## config.mk

```make
export PLATFORM = sky130hd
export DESIGN_NAME = sbuf_top
export DESIGN_NICKNAME = d
export VERILOG_FILES = /design/src/hw/sbuf_pkg.sv /design/src/hw/ram_port_if.sv /design/src/hw/sbuf_top.sv /design/src/hw/sbuf_read_ctrl.sv /design/src/hw/sbuf_write_ctrl.sv /design/src/hw/ram_sdp.sv
export SDC_FILE = /design/constraint.sdc
export NUM_CORES = 1
export LEC_CHECK = 0
export ABC_AREA = 1
export BUFFER_PORTS_ARGS = -buffer_cell sky130_fd_sc_hd__buf_2
export CAP_MARGIN = 20
export CORE_MARGIN = 1.5
export CORE_UTILIZATION = 30
export CTS_CLUSTER_DIAMETER = 100
export CTS_CLUSTER_SIZE = 14
export DETAILED_ROUTE_END_ITERATION = 7
export GPL_TIMING_DRIVEN = 0
export SLEW_MARGIN = 25
export SYNTH_ARGS = -nofsm -noshare
export SYNTH_HDL_FRONTEND = slang
export SYNTH_SLANG_ARGS = --single-unit
```

## constraint.sdc

```tcl
create_clock -name clk -period 3.3 [get_ports clk]
set_clock_uncertainty 0.15 [all_clocks]
set_input_delay 0.165 -clock clk [delete_from_list [all_inputs] [get_ports clk]]
set_output_delay 0.165 -clock clk [all_outputs]
set_load 0.05 [all_outputs]
```

## src/hw/sbuf_pkg.sv

```systemverilog
// Stream buffer shared definitions

package sbuf_pkg;

  // --------------------------------------------------------------------------
  // Buffer sizes
  // --------------------------------------------------------------------------

  // Number of RAM slots
  localparam int SBUF_DEPTH  = 16;
  // Slot address width, log2 of the depth
  localparam int SBUF_ADDR_W = 4;
  // Width of one stored word
  localparam int SBUF_DATA_W = 32;

  // --------------------------------------------------------------------------
  // Vector types
  // --------------------------------------------------------------------------

  // One data word as stored in the RAM
  typedef logic [SBUF_DATA_W-1:0] data_t;

  // RAM slot address
  typedef logic [SBUF_ADDR_W-1:0] addr_t;

  // Slot address plus wrap bit, so full and empty differ
  typedef logic [SBUF_ADDR_W:0] ptr_t;

  // Credit count, holds 0 up to SBUF_DEPTH
  typedef logic [$clog2(SBUF_DEPTH+1)-1:0] credit_cnt_t;

endpackage
```

## src/hw/ram_port_if.sv

```systemverilog
// RAM write and read port bundle

`timescale 1ns/10ps

interface ram_port_if;
  import sbuf_pkg::*;

  // Write port, data lands on the edge where wr_en is high
  logic  wr_en;
  addr_t wr_addr;
  data_t wr_data;

  // Read port, rd_data is valid on the edge after rd_en
  logic  rd_en;
  addr_t rd_addr;
  data_t rd_data;

  // Write controller owns the write port
  modport write_side (
    output wr_en,
    output wr_addr,
    output wr_data
  );

  // Read controller issues addresses and takes the data back
  modport read_side (
    output rd_en,
    output rd_addr,
    input  rd_data
  );

  // Memory sinks both ports and returns the read word
  modport mem (
    input  wr_en,
    input  wr_addr,
    input  wr_data,
    input  rd_en,
    input  rd_addr,
    output rd_data
  );

endinterface

```

## src/hw/sbuf_top.sv

```systemverilog
// Credit-controlled stream buffer top

`timescale 1ns/10ps

module sbuf_top (
  input  logic            clk,
  input  logic            rst_n,
  // Upstream side
  input  logic            in_valid,
  input  sbuf_pkg::data_t in_data,
  output logic            in_credit,
  // Downstream side
  input  logic            out_credit,
  output logic            out_valid,
  output sbuf_pkg::data_t out_data
);
  import sbuf_pkg::*;

  // Words committed, seen by the reader
  ptr_t wr_ptr;

  // Read issued, credit goes back upstream
  logic slot_freed;

  // --------------------------------------------------------------------------
  // RAM and its ports
  // --------------------------------------------------------------------------

  ram_port_if ram_bus ();

  ram_sdp #(
    .DATA_WIDTH (SBUF_DATA_W),
    .ADDR_WIDTH (SBUF_ADDR_W)
  ) i_ram_sdp (
    .clk (clk),
    .mem (ram_bus.mem)
  );

  // --------------------------------------------------------------------------
  // Controllers
  // --------------------------------------------------------------------------

  sbuf_write_ctrl i_sbuf_write_ctrl (
    .clk        (clk),
    .rst_n      (rst_n),
    .in_valid   (in_valid),
    .in_data    (in_data),
    .in_credit  (in_credit),
    .slot_freed (slot_freed),
    .wr_ptr     (wr_ptr),
    .ram        (ram_bus.write_side)
  );

  sbuf_read_ctrl i_sbuf_read_ctrl (
    .clk        (clk),
    .rst_n      (rst_n),
    .out_credit (out_credit),
    .out_valid  (out_valid),
    .out_data   (out_data),
    .wr_ptr     (wr_ptr),
    .slot_freed (slot_freed),
    .ram        (ram_bus.read_side)
  );

endmodule

```

## src/hw/sbuf_read_ctrl.sv

```systemverilog
// Stream buffer read controller

`timescale 1ns/10ps

module sbuf_read_ctrl (
  input  logic            clk,
  input  logic            rst_n,
  // Downstream sink
  input  logic            out_credit,
  output logic            out_valid,
  output sbuf_pkg::data_t out_data,
  // Shared with the write controller
  input  sbuf_pkg::ptr_t  wr_ptr,
  output logic            slot_freed,
  // RAM read port
  ram_port_if.read_side   ram
);
  import sbuf_pkg::*;

  // Next slot to read, wrap bit included
  ptr_t        rd_ptr;

  // Downstream credits held and not yet spent
  credit_cnt_t cred_cnt;

  // Words stored and not yet read
  logic        has_word;

  // A credit is available, counting one arriving this cycle
  logic        has_credit;

  // Read issued this cycle
  logic        rd_issue;

  // --------------------------------------------------------------------------
  // Issue decision
  // --------------------------------------------------------------------------

  assign has_word   = (rd_ptr != wr_ptr);
  assign has_credit = (cred_cnt != '0) || out_credit;
  assign rd_issue   = has_word && has_credit;

  // Slot is handed back as soon as its read goes out
  assign slot_freed = rd_issue;

  // --------------------------------------------------------------------------
  // Downstream credit counter
  // --------------------------------------------------------------------------

  always_ff @(posedge clk) begin
    if (!rst_n) begin
      cred_cnt <= '0;
    end else begin
      case ({out_credit, rd_issue})
        2'b10:   cred_cnt <= cred_cnt + 1'b1;
        2'b01:   cred_cnt <= cred_cnt - 1'b1;
        // Gain and spend together, or neither
        default: cred_cnt <= cred_cnt;
      endcase
    end
  end

  // --------------------------------------------------------------------------
  // Read pointer
  // --------------------------------------------------------------------------

  always_ff @(posedge clk) begin
    if (!rst_n) begin
      rd_ptr <= '0;
    end else if (rd_issue) begin
      rd_ptr <= rd_ptr + 1'b1;
    end
  end

  assign ram.rd_en   = rd_issue;
  assign ram.rd_addr = rd_ptr[SBUF_ADDR_W-1:0];

  // --------------------------------------------------------------------------
  // Output stage
  // --------------------------------------------------------------------------

  // Valid trails the issue by the RAM read latency
  always_ff @(posedge clk) begin
    if (!rst_n) begin
      out_valid <= 1'b0;
    end else begin
      out_valid <= rd_issue;
    end
  end

  // RAM holds the word until the next read, no extra register needed
  assign out_data = ram.rd_data;

endmodule

```

## src/hw/sbuf_write_ctrl.sv

```systemverilog
// Stream buffer write controller

`timescale 1ns/10ps

module sbuf_write_ctrl (
  input  logic            clk,
  input  logic            rst_n,
  // Upstream sender
  input  logic            in_valid,
  input  sbuf_pkg::data_t in_data,
  output logic            in_credit,
  // From the read controller
  input  logic            slot_freed,
  output sbuf_pkg::ptr_t  wr_ptr,
  // RAM write port
  ram_port_if.write_side  ram
);
  import sbuf_pkg::*;

  // Credits owed to the sender but not yet paid out
  credit_cnt_t pend_cnt;

  // One credit goes out this cycle
  logic        pay_credit;

  // --------------------------------------------------------------------------
  // Upstream credit return
  // --------------------------------------------------------------------------

  // Pay when credits are owed, or pass a freed slot straight through
  // so the return latency can be a single cycle
  assign pay_credit = (pend_cnt != '0) || slot_freed;

  always_ff @(posedge clk) begin
    if (!rst_n) begin
      // Empty RAM, every slot is owed as a credit
      pend_cnt  <= credit_cnt_t'(SBUF_DEPTH);
      in_credit <= 1'b0;
    end else begin
      in_credit <= pay_credit;
      // A freed slot paid out in the same cycle leaves the count alone
      if (pay_credit && !slot_freed) begin
        pend_cnt <= pend_cnt - 1'b1;
      end
    end
  end

  // --------------------------------------------------------------------------
  // Write pointer
  // --------------------------------------------------------------------------

  // Counts words committed, wrap bit included
  always_ff @(posedge clk) begin
    if (!rst_n) begin
      wr_ptr <= '0;
    end else if (in_valid) begin
      wr_ptr <= wr_ptr + 1'b1;
    end
  end

  // --------------------------------------------------------------------------
  // RAM write port
  // --------------------------------------------------------------------------

  // Sender only sends against a credit, so the slot is always free
  assign ram.wr_en   = in_valid;
  // Low pointer bits pick the slot
  assign ram.wr_addr = wr_ptr[SBUF_ADDR_W-1:0];
  assign ram.wr_data = in_data;

endmodule

```

## src/hw/ram_sdp.sv

```systemverilog
// Simple dual-port RAM

`timescale 1ns/10ps

module ram_sdp #(
  parameter int DATA_WIDTH = sbuf_pkg::SBUF_DATA_W,
  parameter int ADDR_WIDTH = sbuf_pkg::SBUF_ADDR_W
) (
  input logic     clk,
  ram_port_if.mem mem
);

  // Storage array, 2**ADDR_WIDTH words
  logic [DATA_WIDTH-1:0] ram_array [2**ADDR_WIDTH];

  // Read data register, no reset as in a block RAM
  logic [DATA_WIDTH-1:0] rd_data_q;

  // --------------------------------------------------------------------------
  // Write port
  // --------------------------------------------------------------------------

  always_ff @(posedge clk) begin
    if (mem.wr_en) begin
      ram_array[mem.wr_addr] <= mem.wr_data;
    end
  end

  // --------------------------------------------------------------------------
  // Read port, one cycle latency
  // --------------------------------------------------------------------------

  // Holds its value while rd_en is low
  always_ff @(posedge clk) begin
    if (mem.rd_en) begin
      rd_data_q <= ram_array[mem.rd_addr];
    end
  end

  assign mem.rd_data = rd_data_q;

endmodule

```

# Word-level counts from Yosys, hierarchy flattened
# Memories as Yosys holds them, arrays and structs flattened. A register that Yosys moved wholly into a read port is not among the register bits.
# Index checks and enable logic that the tools add are counted.
# word_totals
ff_bits	22
ram_bits	512
inputBits	36
memories	1
# op_classes
add_sub_neg	5
eq_ne	3
n_mux	3
reduce_logical	8
# mem_list
memory	depth	width	rd	rd_clocked_by_memory_dff	wr	line_no	source
i_ram_sdp.ram_array	16	32	1	1	1	ram_sdp.sv:14	logic [DATA_WIDTH-1:0] ram_array [2**ADDR_WIDTH];
# op_table
cell	count
adder 5 x 1 -> 5 bit, second input constant	3
case mux 5 bit (2 select lines)	1
nonzero test 5 bit	2
subtractor 5 x 1 -> 5 bit, second input constant	2
!= test 5 bit	1
== test 2 x 1 -> 1 bit, second input constant	1
== test 2 bit, second input constant	1
logical AND 1 bit	2
logical OR 1 bit	2
2-to-1 mux 1 bit	2
nonzero test 2 bit	1
zero test 1 bit	1

# Longest topological paths before layout
# Gate-level depths: netlist (run 1).
# depth
ltp_word	5
ltp_mapped	20
mapped_depth_nobuf	18

# Cells and area by module
# A second synthesis (run 1) with hierarchy kept.
# hier_totals
cells_unflattened	2384
area_unflattened_um2	24895.1
# by_module_without_submodules
mod	instances	cells_each	area_each_um2	seq_area_each_um2
ram_sdp	1	2120	23050.9	16335.7
sbuf_read_ctrl	1	154	1033.5	220.2
sbuf_write_ctrl	1	110	810.8	220.2

# Worst setup path before layout (run 1)
# OpenSTA, ideal clock, no wires.
# synth_timing
path_type	register to register
start	register i_sbuf_read_ctrl.rd_ptr[0]
end	register i_sbuf_read_ctrl.cred_cnt[4]
setup_ns	0.071
arrival_time_ns	2.872
setup_slack_ns	0.208
path_stages_with_launch	20
path_cell_list	dfxtp_1 buf_6 buf_6 nor2_1 nor2_1 nor2_1 nand3_1 nand2_2 inv_1 ha_1 xor2_1 ha_1 inv_1 nand2_1 nand3_1 nand2_1 nand2_1 nand2_1 nand2_1 a21oi_1
# synth_via
elab_chain_len	4
elab_cells_between_ends	6
classes_between	eq/ne: 3; mux: 1; reduce/logical: 2
# synth_rtl
element	line_no	source
start, declared	sbuf_read_ctrl.sv:21	ptr_t rd_ptr;
start signal, assigned	sbuf_read_ctrl.sv:71	rd_ptr <= rd_ptr + 1'b1;
!= test 5 bit *	sbuf_read_ctrl.sv:39	assign has_word = (rd_ptr != wr_ptr);
logical AND 1 bit *	sbuf_read_ctrl.sv:41	assign rd_issue = has_word && has_credit;
via i_ram_sdp.mem.rd_en	ram_port_if.sv:37	input rd_en,
== test 2 x 1 -> 1 bit / == test 2 bit (equally long branches)	sbuf_read_ctrl.sv:54	case ({out_credit, rd_issue})
case mux 5 bit (2 select lines) / nonzero test 2 bit (equally long branches)	-	
end signal, assigned	sbuf_read_ctrl.sv:55	2'b10: cred_cnt <= cred_cnt + 1'b1;
end signal, assigned	sbuf_read_ctrl.sv:56	2'b01: cred_cnt <= cred_cnt - 1'b1;
end signal, assigned	sbuf_read_ctrl.sv:58	default: cred_cnt <= cred_cnt;
end, declared	sbuf_read_ctrl.sv:24	credit_cnt_t cred_cnt;
# Mark *: on every way through the listed nets, which the timed path passes. The rest lies on a longest branch.
# A chain may end at the register's enable or synchronous reset.

# Worst setup path in the final report (run 1)
# Ends and elaborated chain as after synthesis.

==> results of run 1 <==
per-layer routing:
layer	vias up	track usage
li1	6419	-
met1	6971	0.201
met2	512	0.282
met3	109	0.0224
met4	2	0.0548
met5	-	0
sequential cells by signal, indices dropped and copies added, names as in the netlist:
register / cells
i_sbuf_read_ctrl.out_valid: 1
i_sbuf_write_ctrl.in_credit: 1
i_sbuf_write_ctrl.wr_ptr: 5
i_ram_sdp.ram_array: 512
i_sbuf_write_ctrl.pend_cnt: 5
i_ram_sdp.mem.rd_data: 32
i_sbuf_read_ctrl.cred_cnt: 5
i_sbuf_read_ctrl.rd_ptr: 5
final timing paths:
kind / start / to / depth (start not counted)
hold / removal: rst_n / i_sbuf_write_ctrl.pend_cnt[4] / 3
setup reg to reg: i_sbuf_read_ctrl.rd_ptr[0] / i_sbuf_read_ctrl.cred_cnt[4] / 19
setup / recovery: i_sbuf_read_ctrl.rd_ptr[0] / i_sbuf_read_ctrl.cred_cnt[4] / 19
hold reg to reg: i_sbuf_write_ctrl.wr_ptr[4] / i_sbuf_write_ctrl.wr_ptr[4] / 1
area by class of cell:
cell class,count,area (um^2),share of cell area
Sequential cell,566,16800,0.652
Multi-Input combinational cell,960,4770,0.185
Clock buffer,55,1210,0.0468
Tap cell,959,1200,0.0466
Timing Repair Buffer,123,1150,0.0447
Buffer,105,507,0.0197
Inverter,29,116,0.00452
Clock inverter,2,17.5,0.000680
power by group through the flow:
stage               registers, mW  clock network, mW  logic, mW
floorplan                    9.41                  0       2.86
global placement             8.67                  0       5.66
detailed placement           8.65                  0       5.79
CTS                          8.51               5.02       5.86
global route                 8.53               5.26       6.29
finish                       8.49               4.93       5.83
worst max-delay path, delay by kind of cell (launching register included):
family / cells / cell delay [ps]
simple gates: 11 / 880
buf+inv: 4 / 700
fa+ha+maj: 2 / 490
flops: 1 / 350
xor+xnor: 1 / 210
compound gates: 1 / 110
cell families after synthesis:
group	synth area share
fa+ha+maj	0.00624
buf+inv	0.0279
xor+xnor	0.00437
compound gates	0.109
flops	0.761
simple gates	0.0920
cell usage in the layout, fill, tap and decap left out, types with 14 or more instances in the layout:
| cell type | Yosys | layout |
|---|---|---|
| o211ai_1 | 46 | 46 |
| a21oi_1 | 14 | 14 |
| buf_2 | 33 | 101 |
| dlygate4sd3_1 | 0 | 35 |
| nand2_1 | 108 | 108 |
| dfxtp_1 | 22 | 22 |
| nor2_1 | 338 | 322 |
| o21ai_0 | 272 | 272 |
| o22ai_1 | 64 | 64 |
| nor2_4 | 0 | 16 |
| inv_1 | 27 | 26 |
| o221ai_1 | 19 | 19 |
| edfxtp_1 | 544 | 544 |
| nand3_1 | 63 | 63 |
| clkbuf_1 | 59 | 67 |
| clkbuf_16 | 0 | 47 |
repair_timing:
item	4_1_cts	5_1_grt
resized for setup	0	2
hold buffers	35	0
endpoints found under the hold margin	527	0
setup endpoints to repair	0	3
==> run summary, run 1 <==
Switching share of total power - 0.356
Library cell contributing the largest single delay on the critical path - dfxtp_1
Clk root buf - clkbuf_16
First-pass GRT wire length - 88.7 mm
Chip width - 274 um
Clock network power share - 0.256
Cell Chain, Critical Path - buf_6 -> buf_6 -> nor2_1 -> nor2_1 -> nor2_1 -> nand3_1 -> nand2_2 -> inv_8 -> ha_1 -> xor2_1 -> ha_1 -> inv_1 -> nand2_1 -> nand3_1 -> nand2_1 -> nand2_1 -> nand2_1 -> nand2_1 -> a21oi_1
DRT iter0 DRCs - 1462
Min Hold Slack - 290 ps
Pin count of the biggest net entering global routing - 41
Aggregate negative setup slack - 0 ps
Global route overflow - 0
Final Cycle Share - 0.903
Die footprint - 0.0751 mm^2
Fill cells - 6955
HP Class - in -> reg
Synthesized Nets - 1707
Fin. Hold Viols - 0
Worst-path clk slew - 70 ps
Most instantiated library cell after synthesis - edfxtp_1
Total number of clock tree sinks - 566
Post-layout worst setup margin - 322 ps
Crit path largest cell delay - 350 ps
CTS tree - built
Share of Yosys cell area claimed by the top area cell type - 0.741
Total iterations of the first detailed-routing run - 7
Number of top-level pins - 70
Layout cell share with drive strength beyond 1 - 0.110
Syn_area_per_cell - 13.3 um^2
Max H-tree Level - 2
Arrival time at the worst endpoint - 3340 ps
Total Power Consumption - 19.3 mW
Number of antenna violations at the first check in global routing - 1
FP Rows - 99
Via count of the first global-routing pass - 13919
IR drop worst, VDD - 0.000383 V
Setup repair after global routing missed its margin - false
Relative slew slack - 0.401
Number of enable-type register cells in the synthesized netlist - 544
CTS buffer count - 46
Most area-consuming cells after synthesis - edfxtp_1 74%, o21ai_0 6.2%, nor2_1 5.8%
Required time at the worst-slack endpoint - 3660 ps
Pre-CTS worst setup slack - 48.2 ps
Total net switching power - 6.86 mW
Mapped Area - 0.0220 mm^2
Worst Setup End Kind - flip-flop
Primary flip-flop cell chosen by synthesis mapping - edfxtp_1
Post-route ant nets - 0
Total of flip-flops plus latches after synthesis - 566
Placed cells - 2707
Start-to-end type of the worst setup path - reg -> reg
Number of slew-limit violations in the final report - 0
Measured slew at the worst slew-check pin - 898 ps
Period minus WS final - 2980 ps
Number of unique standard cell types used by synthesis - 31
Final setup violating endpoints - 0
Post-placement cell area - 0.0242 mm^2
Cell with the most instances on the worst path - nand2_1
Detail Route met2 WL - 30.2 mm
Post-synth ARST share - 0
Leakage - 8.33 nW
Worst R2R Setup Slack - 320 ps
PortBufs - 68
Total vias in the final route - 14013
Routability congestion estimate from global placement - 0.821
Portion of the post-synthesis area used by sequential elements - 0.761
Max Root-Sink Buffers - 3
Crit start category - flip-flop
Total Nets Final - 1878
Post-Route M1 WL - 24.6 mm
Post-route cell area - 0.0257 mm^2
Internal power - 12.4 mW
Met3 layer wire length in the routed design - 3.76 mm
Residual DRC - 0
Relative contribution of sequential cells to total power - 0.441
Buffers inserted by post-CTS timing repair - 0
Outcome - complete, no violations
MaxCap Viol Count - 0
Proportion of power drawn by combinational gates - 0.303
Crit path max fanout - 40
Number of vias per cell after detailed routing - 5.01
Starting utilization of the core area - 0.303
Area grow syn2layout - 16.8%
Gr usage total - 0.160
Non-filler instance count after layout - 2799
Topmost layer with routed signal wires - met5
# diodes - 0
Core Region - 0.0728 mm^2
Total routed wirelength - 60.5 mm
Power per cell area - 748 mW/mm^2
Cell type with the largest total area after synthesis - edfxtp_1
Vert. Die Dim - 274 um
Wire per inst - 21.6 um
Estimated wirelength of the detail-placed design - 40.7 mm
Worst-skew pair later-pin latency - 590 ps
Ys Warns - 0
Top achievable clock speed - 0.336 GHz
Cells after synthesis - 1660
Final standard cell utilization of the core - 0.354
Top cells by instance count after synthesis - 544 x edfxtp_1, 338 x nor2_1, 272 x o21ai_0
No activity file was read; power rests on OpenSTA's default activity.
==> run 2, diff against run 1 <==
--- a/config.mk
+++ b/config.mk
@@ -14,6 +14,7 @@
 export CTS_CLUSTER_SIZE = 14
 export DETAILED_ROUTE_END_ITERATION = 7
 export GPL_TIMING_DRIVEN = 0
+export RECOVER_POWER = 25
 export SLEW_MARGIN = 25
 export SYNTH_ARGS = -nofsm -noshare
 export SYNTH_HDL_FRONTEND = slang
==> run 2 against run 1 <==
Combinational power hardly changed. Non-clock buffer count unchanged. Clock-buffer cell count did not move. Total power about the same. Clock power barely moved. Design area hardly changed. Largest cell class unchanged. Final cell count unchanged. Worst hold slack is essentially flat. Register-to-register slack is essentially flat. Core utilization barely moved. Critical path depth stayed put.
==> run summary, run 2 (synthesis gave the netlist of run 1 again) <==
Die footprint - 0.0751 mm^2
CTS tree - built
Start-to-end type of the worst setup path - reg -> reg
Final Cycle Share - 0.902
MaxCap Viol Count - 0
Cell with the most instances on the worst path - nand2_1
Post-route ant nets - 0
Routability congestion estimate from global placement - 0.821
Total routed wirelength - 60.5 mm
Via count of the first global-routing pass - 13919
Layout cell share with drive strength beyond 1 - 0.0989
Register containing the most flip-flops in the final layout - i_ram_sdp.ram_array
Total Power Consumption - 19.2 mW
Leakage - 8.27 nW
Residual DRC - 0
Number of antenna violations at the first check in global routing - 1
Max H-tree Level - 2
CTS buffer count - 46
FP Rows - 99
Area grow syn2layout - 16.7%
Final setup violating endpoints - 0
Total number of clock tree sinks - 566
Global route overflow - 0
Core Region - 0.0728 mm^2
Starting utilization of the core area - 0.303
HP Class - in -> reg
Outcome - complete, no violations
Detail Route met2 WL - 30.3 mm
IR drop worst, VDD - 0.000382 V
Number of buffer and inverter stages on the critical path - 4
Gr usage total - 0.160
Setup repair after global routing missed its margin - false
Flip-flop count of the largest register after layout - 512
Measured slew at the worst slew-check pin - 875 ps
Crit start category - flip-flop
Wire per inst - 21.6 um
Required time at the worst-slack endpoint - 3660 ps
Worst Setup End Kind - flip-flop
Worst-path clk slew - 70 ps
DRT iter0 DRCs - 1422
Estimated wirelength of the detail-placed design - 40.7 mm
Met3 layer wire length in the routed design - 3.87 mm
Pin count of the biggest net entering global routing - 41
Crit path max fanout - 40
Commonest cells after routing, fill and taps aside - 544 x edfxtp_1, 322 x nor2_1, 272 x o21ai_0, 108 x nand2_1, 87 x clkbuf_1
Period minus WS final - 2980 ps
Cell Chain, Critical Path - buf_6 -> buf_6 -> nor2_1 -> nor2_1 -> nor2_1 -> nand3_1 -> nand2_2 -> inv_8 -> ha_1 -> xor2_1 -> ha_1 -> inv_1 -> nand2_1 -> nand3_1 -> nand2_1 -> nand2_1 -> nand2_1 -> nand2_1 -> a21oi_1
Relative slew slack - 0.417
Crit path largest cell delay - 350 ps
Fin. Hold Viols - 0
First-pass GRT wire length - 88.7 mm
Clk root buf - clkbuf_16
Number of vias per cell after detailed routing - 5.01
Post-Route M1 WL - 24.5 mm
Total Nets Final - 1878
Max Root-Sink Buffers - 3
Number of top-level pins - 70
Total vias in the final route - 14028
Arrival time at the worst endpoint - 3340 ps
Total iterations of the first detailed-routing run - 5
Library cell contributing the largest single delay on the critical path - dfxtp_1
Topmost layer with routed signal wires - met5
Chip width - 274 um
Power per cell area - 748 mW/mm^2
PortBufs - 68
Most frequent standard cell in the layout excluding fill and tap cells - edfxtp_1
Vert. Die Dim - 274 um
Top achievable clock speed - 0.336 GHz
Number of slew-limit violations in the final report - 0
Worst-skew pair later-pin latency - 590 ps
CP top delay family - simple AND/OR/NAND/NOR gates
Aggregate negative setup slack - 0 ps
# diodes - 0
-- run 2: cell types whose count changed in the layout (fill, tap and decap cells not counted) --
cell / delta
clkbuf_1: +20
buf_2: -20
-- run 2: power breakdown --
part / total [mW] / switching [mW] / internal [mW]
clock: 4.93 / 2.37 / 2.55
sequential: 8.49 / 0.133 / 8.36
combinational: 5.83 / 4.35 / 1.47
total: 19.2 / 6.86 / 12.4
-- run 2: path summary, 6_finish.rpt --
check | startpoint | to | slack [ps] | cells after the start
worst max-delay path | i_sbuf_read_ctrl.rd_ptr[0] | i_sbuf_read_ctrl.cred_cnt[4] | 320 | 19
worst min-delay path | rst_n | i_sbuf_write_ctrl.pend_cnt[4] | 290 | 3
worst max register to register | i_sbuf_read_ctrl.rd_ptr[0] | i_sbuf_read_ctrl.cred_cnt[4] | 320 | 19
worst min register to register | i_sbuf_write_ctrl.wr_ptr[4] | i_sbuf_write_ctrl.wr_ptr[4] | 340 | 1
-- run 2: timing repair --
action	CTS	global route
resized for setup	0	2
setup endpoints to repair	0	3
buffers inserted	0	0
hold endpoints to repair	527	0
hold buffers	35	0
-- run 2: cell type report --
class                   instances  area [um^2]
well taps                     959         1200
multi-input cells             960         4770
clock inverters                 2         17.5
clock buffers                  55         1210
plain buffers                 105          507
fillers                      6958        47100
inverters                      29          116
repair buffers                123         1130
flip-flops and latches        566        16800
-- run 2: metal layers --
metal  GRT usage  up-vias
met1       0.201     6971
met4      0.0548        2
met3      0.0224      103
met2       0.282      532
li1            -     6420
met5           0        -
-- run 2: through the flow --
stage	cells	setup WS [ps]	cell area [um^2]	hold WS (ps)	util
final	2799	322	25700	290	0.353
after global routing	2799	7.88	25700	311	0.353
after CTS	2799	25.6	25700	270	0.353
after detailed placement	2707	48.2	24200	314	0.332
after global placement	2687	-1040	23600	308	0.324
after floorplan	1660	208	22000	114	-
-- run 2: tightest hold or removal path, stage by stage --
cell and delay, ps:
dlygate4sd3_1 530, buf_2 180, o211ai_1 110
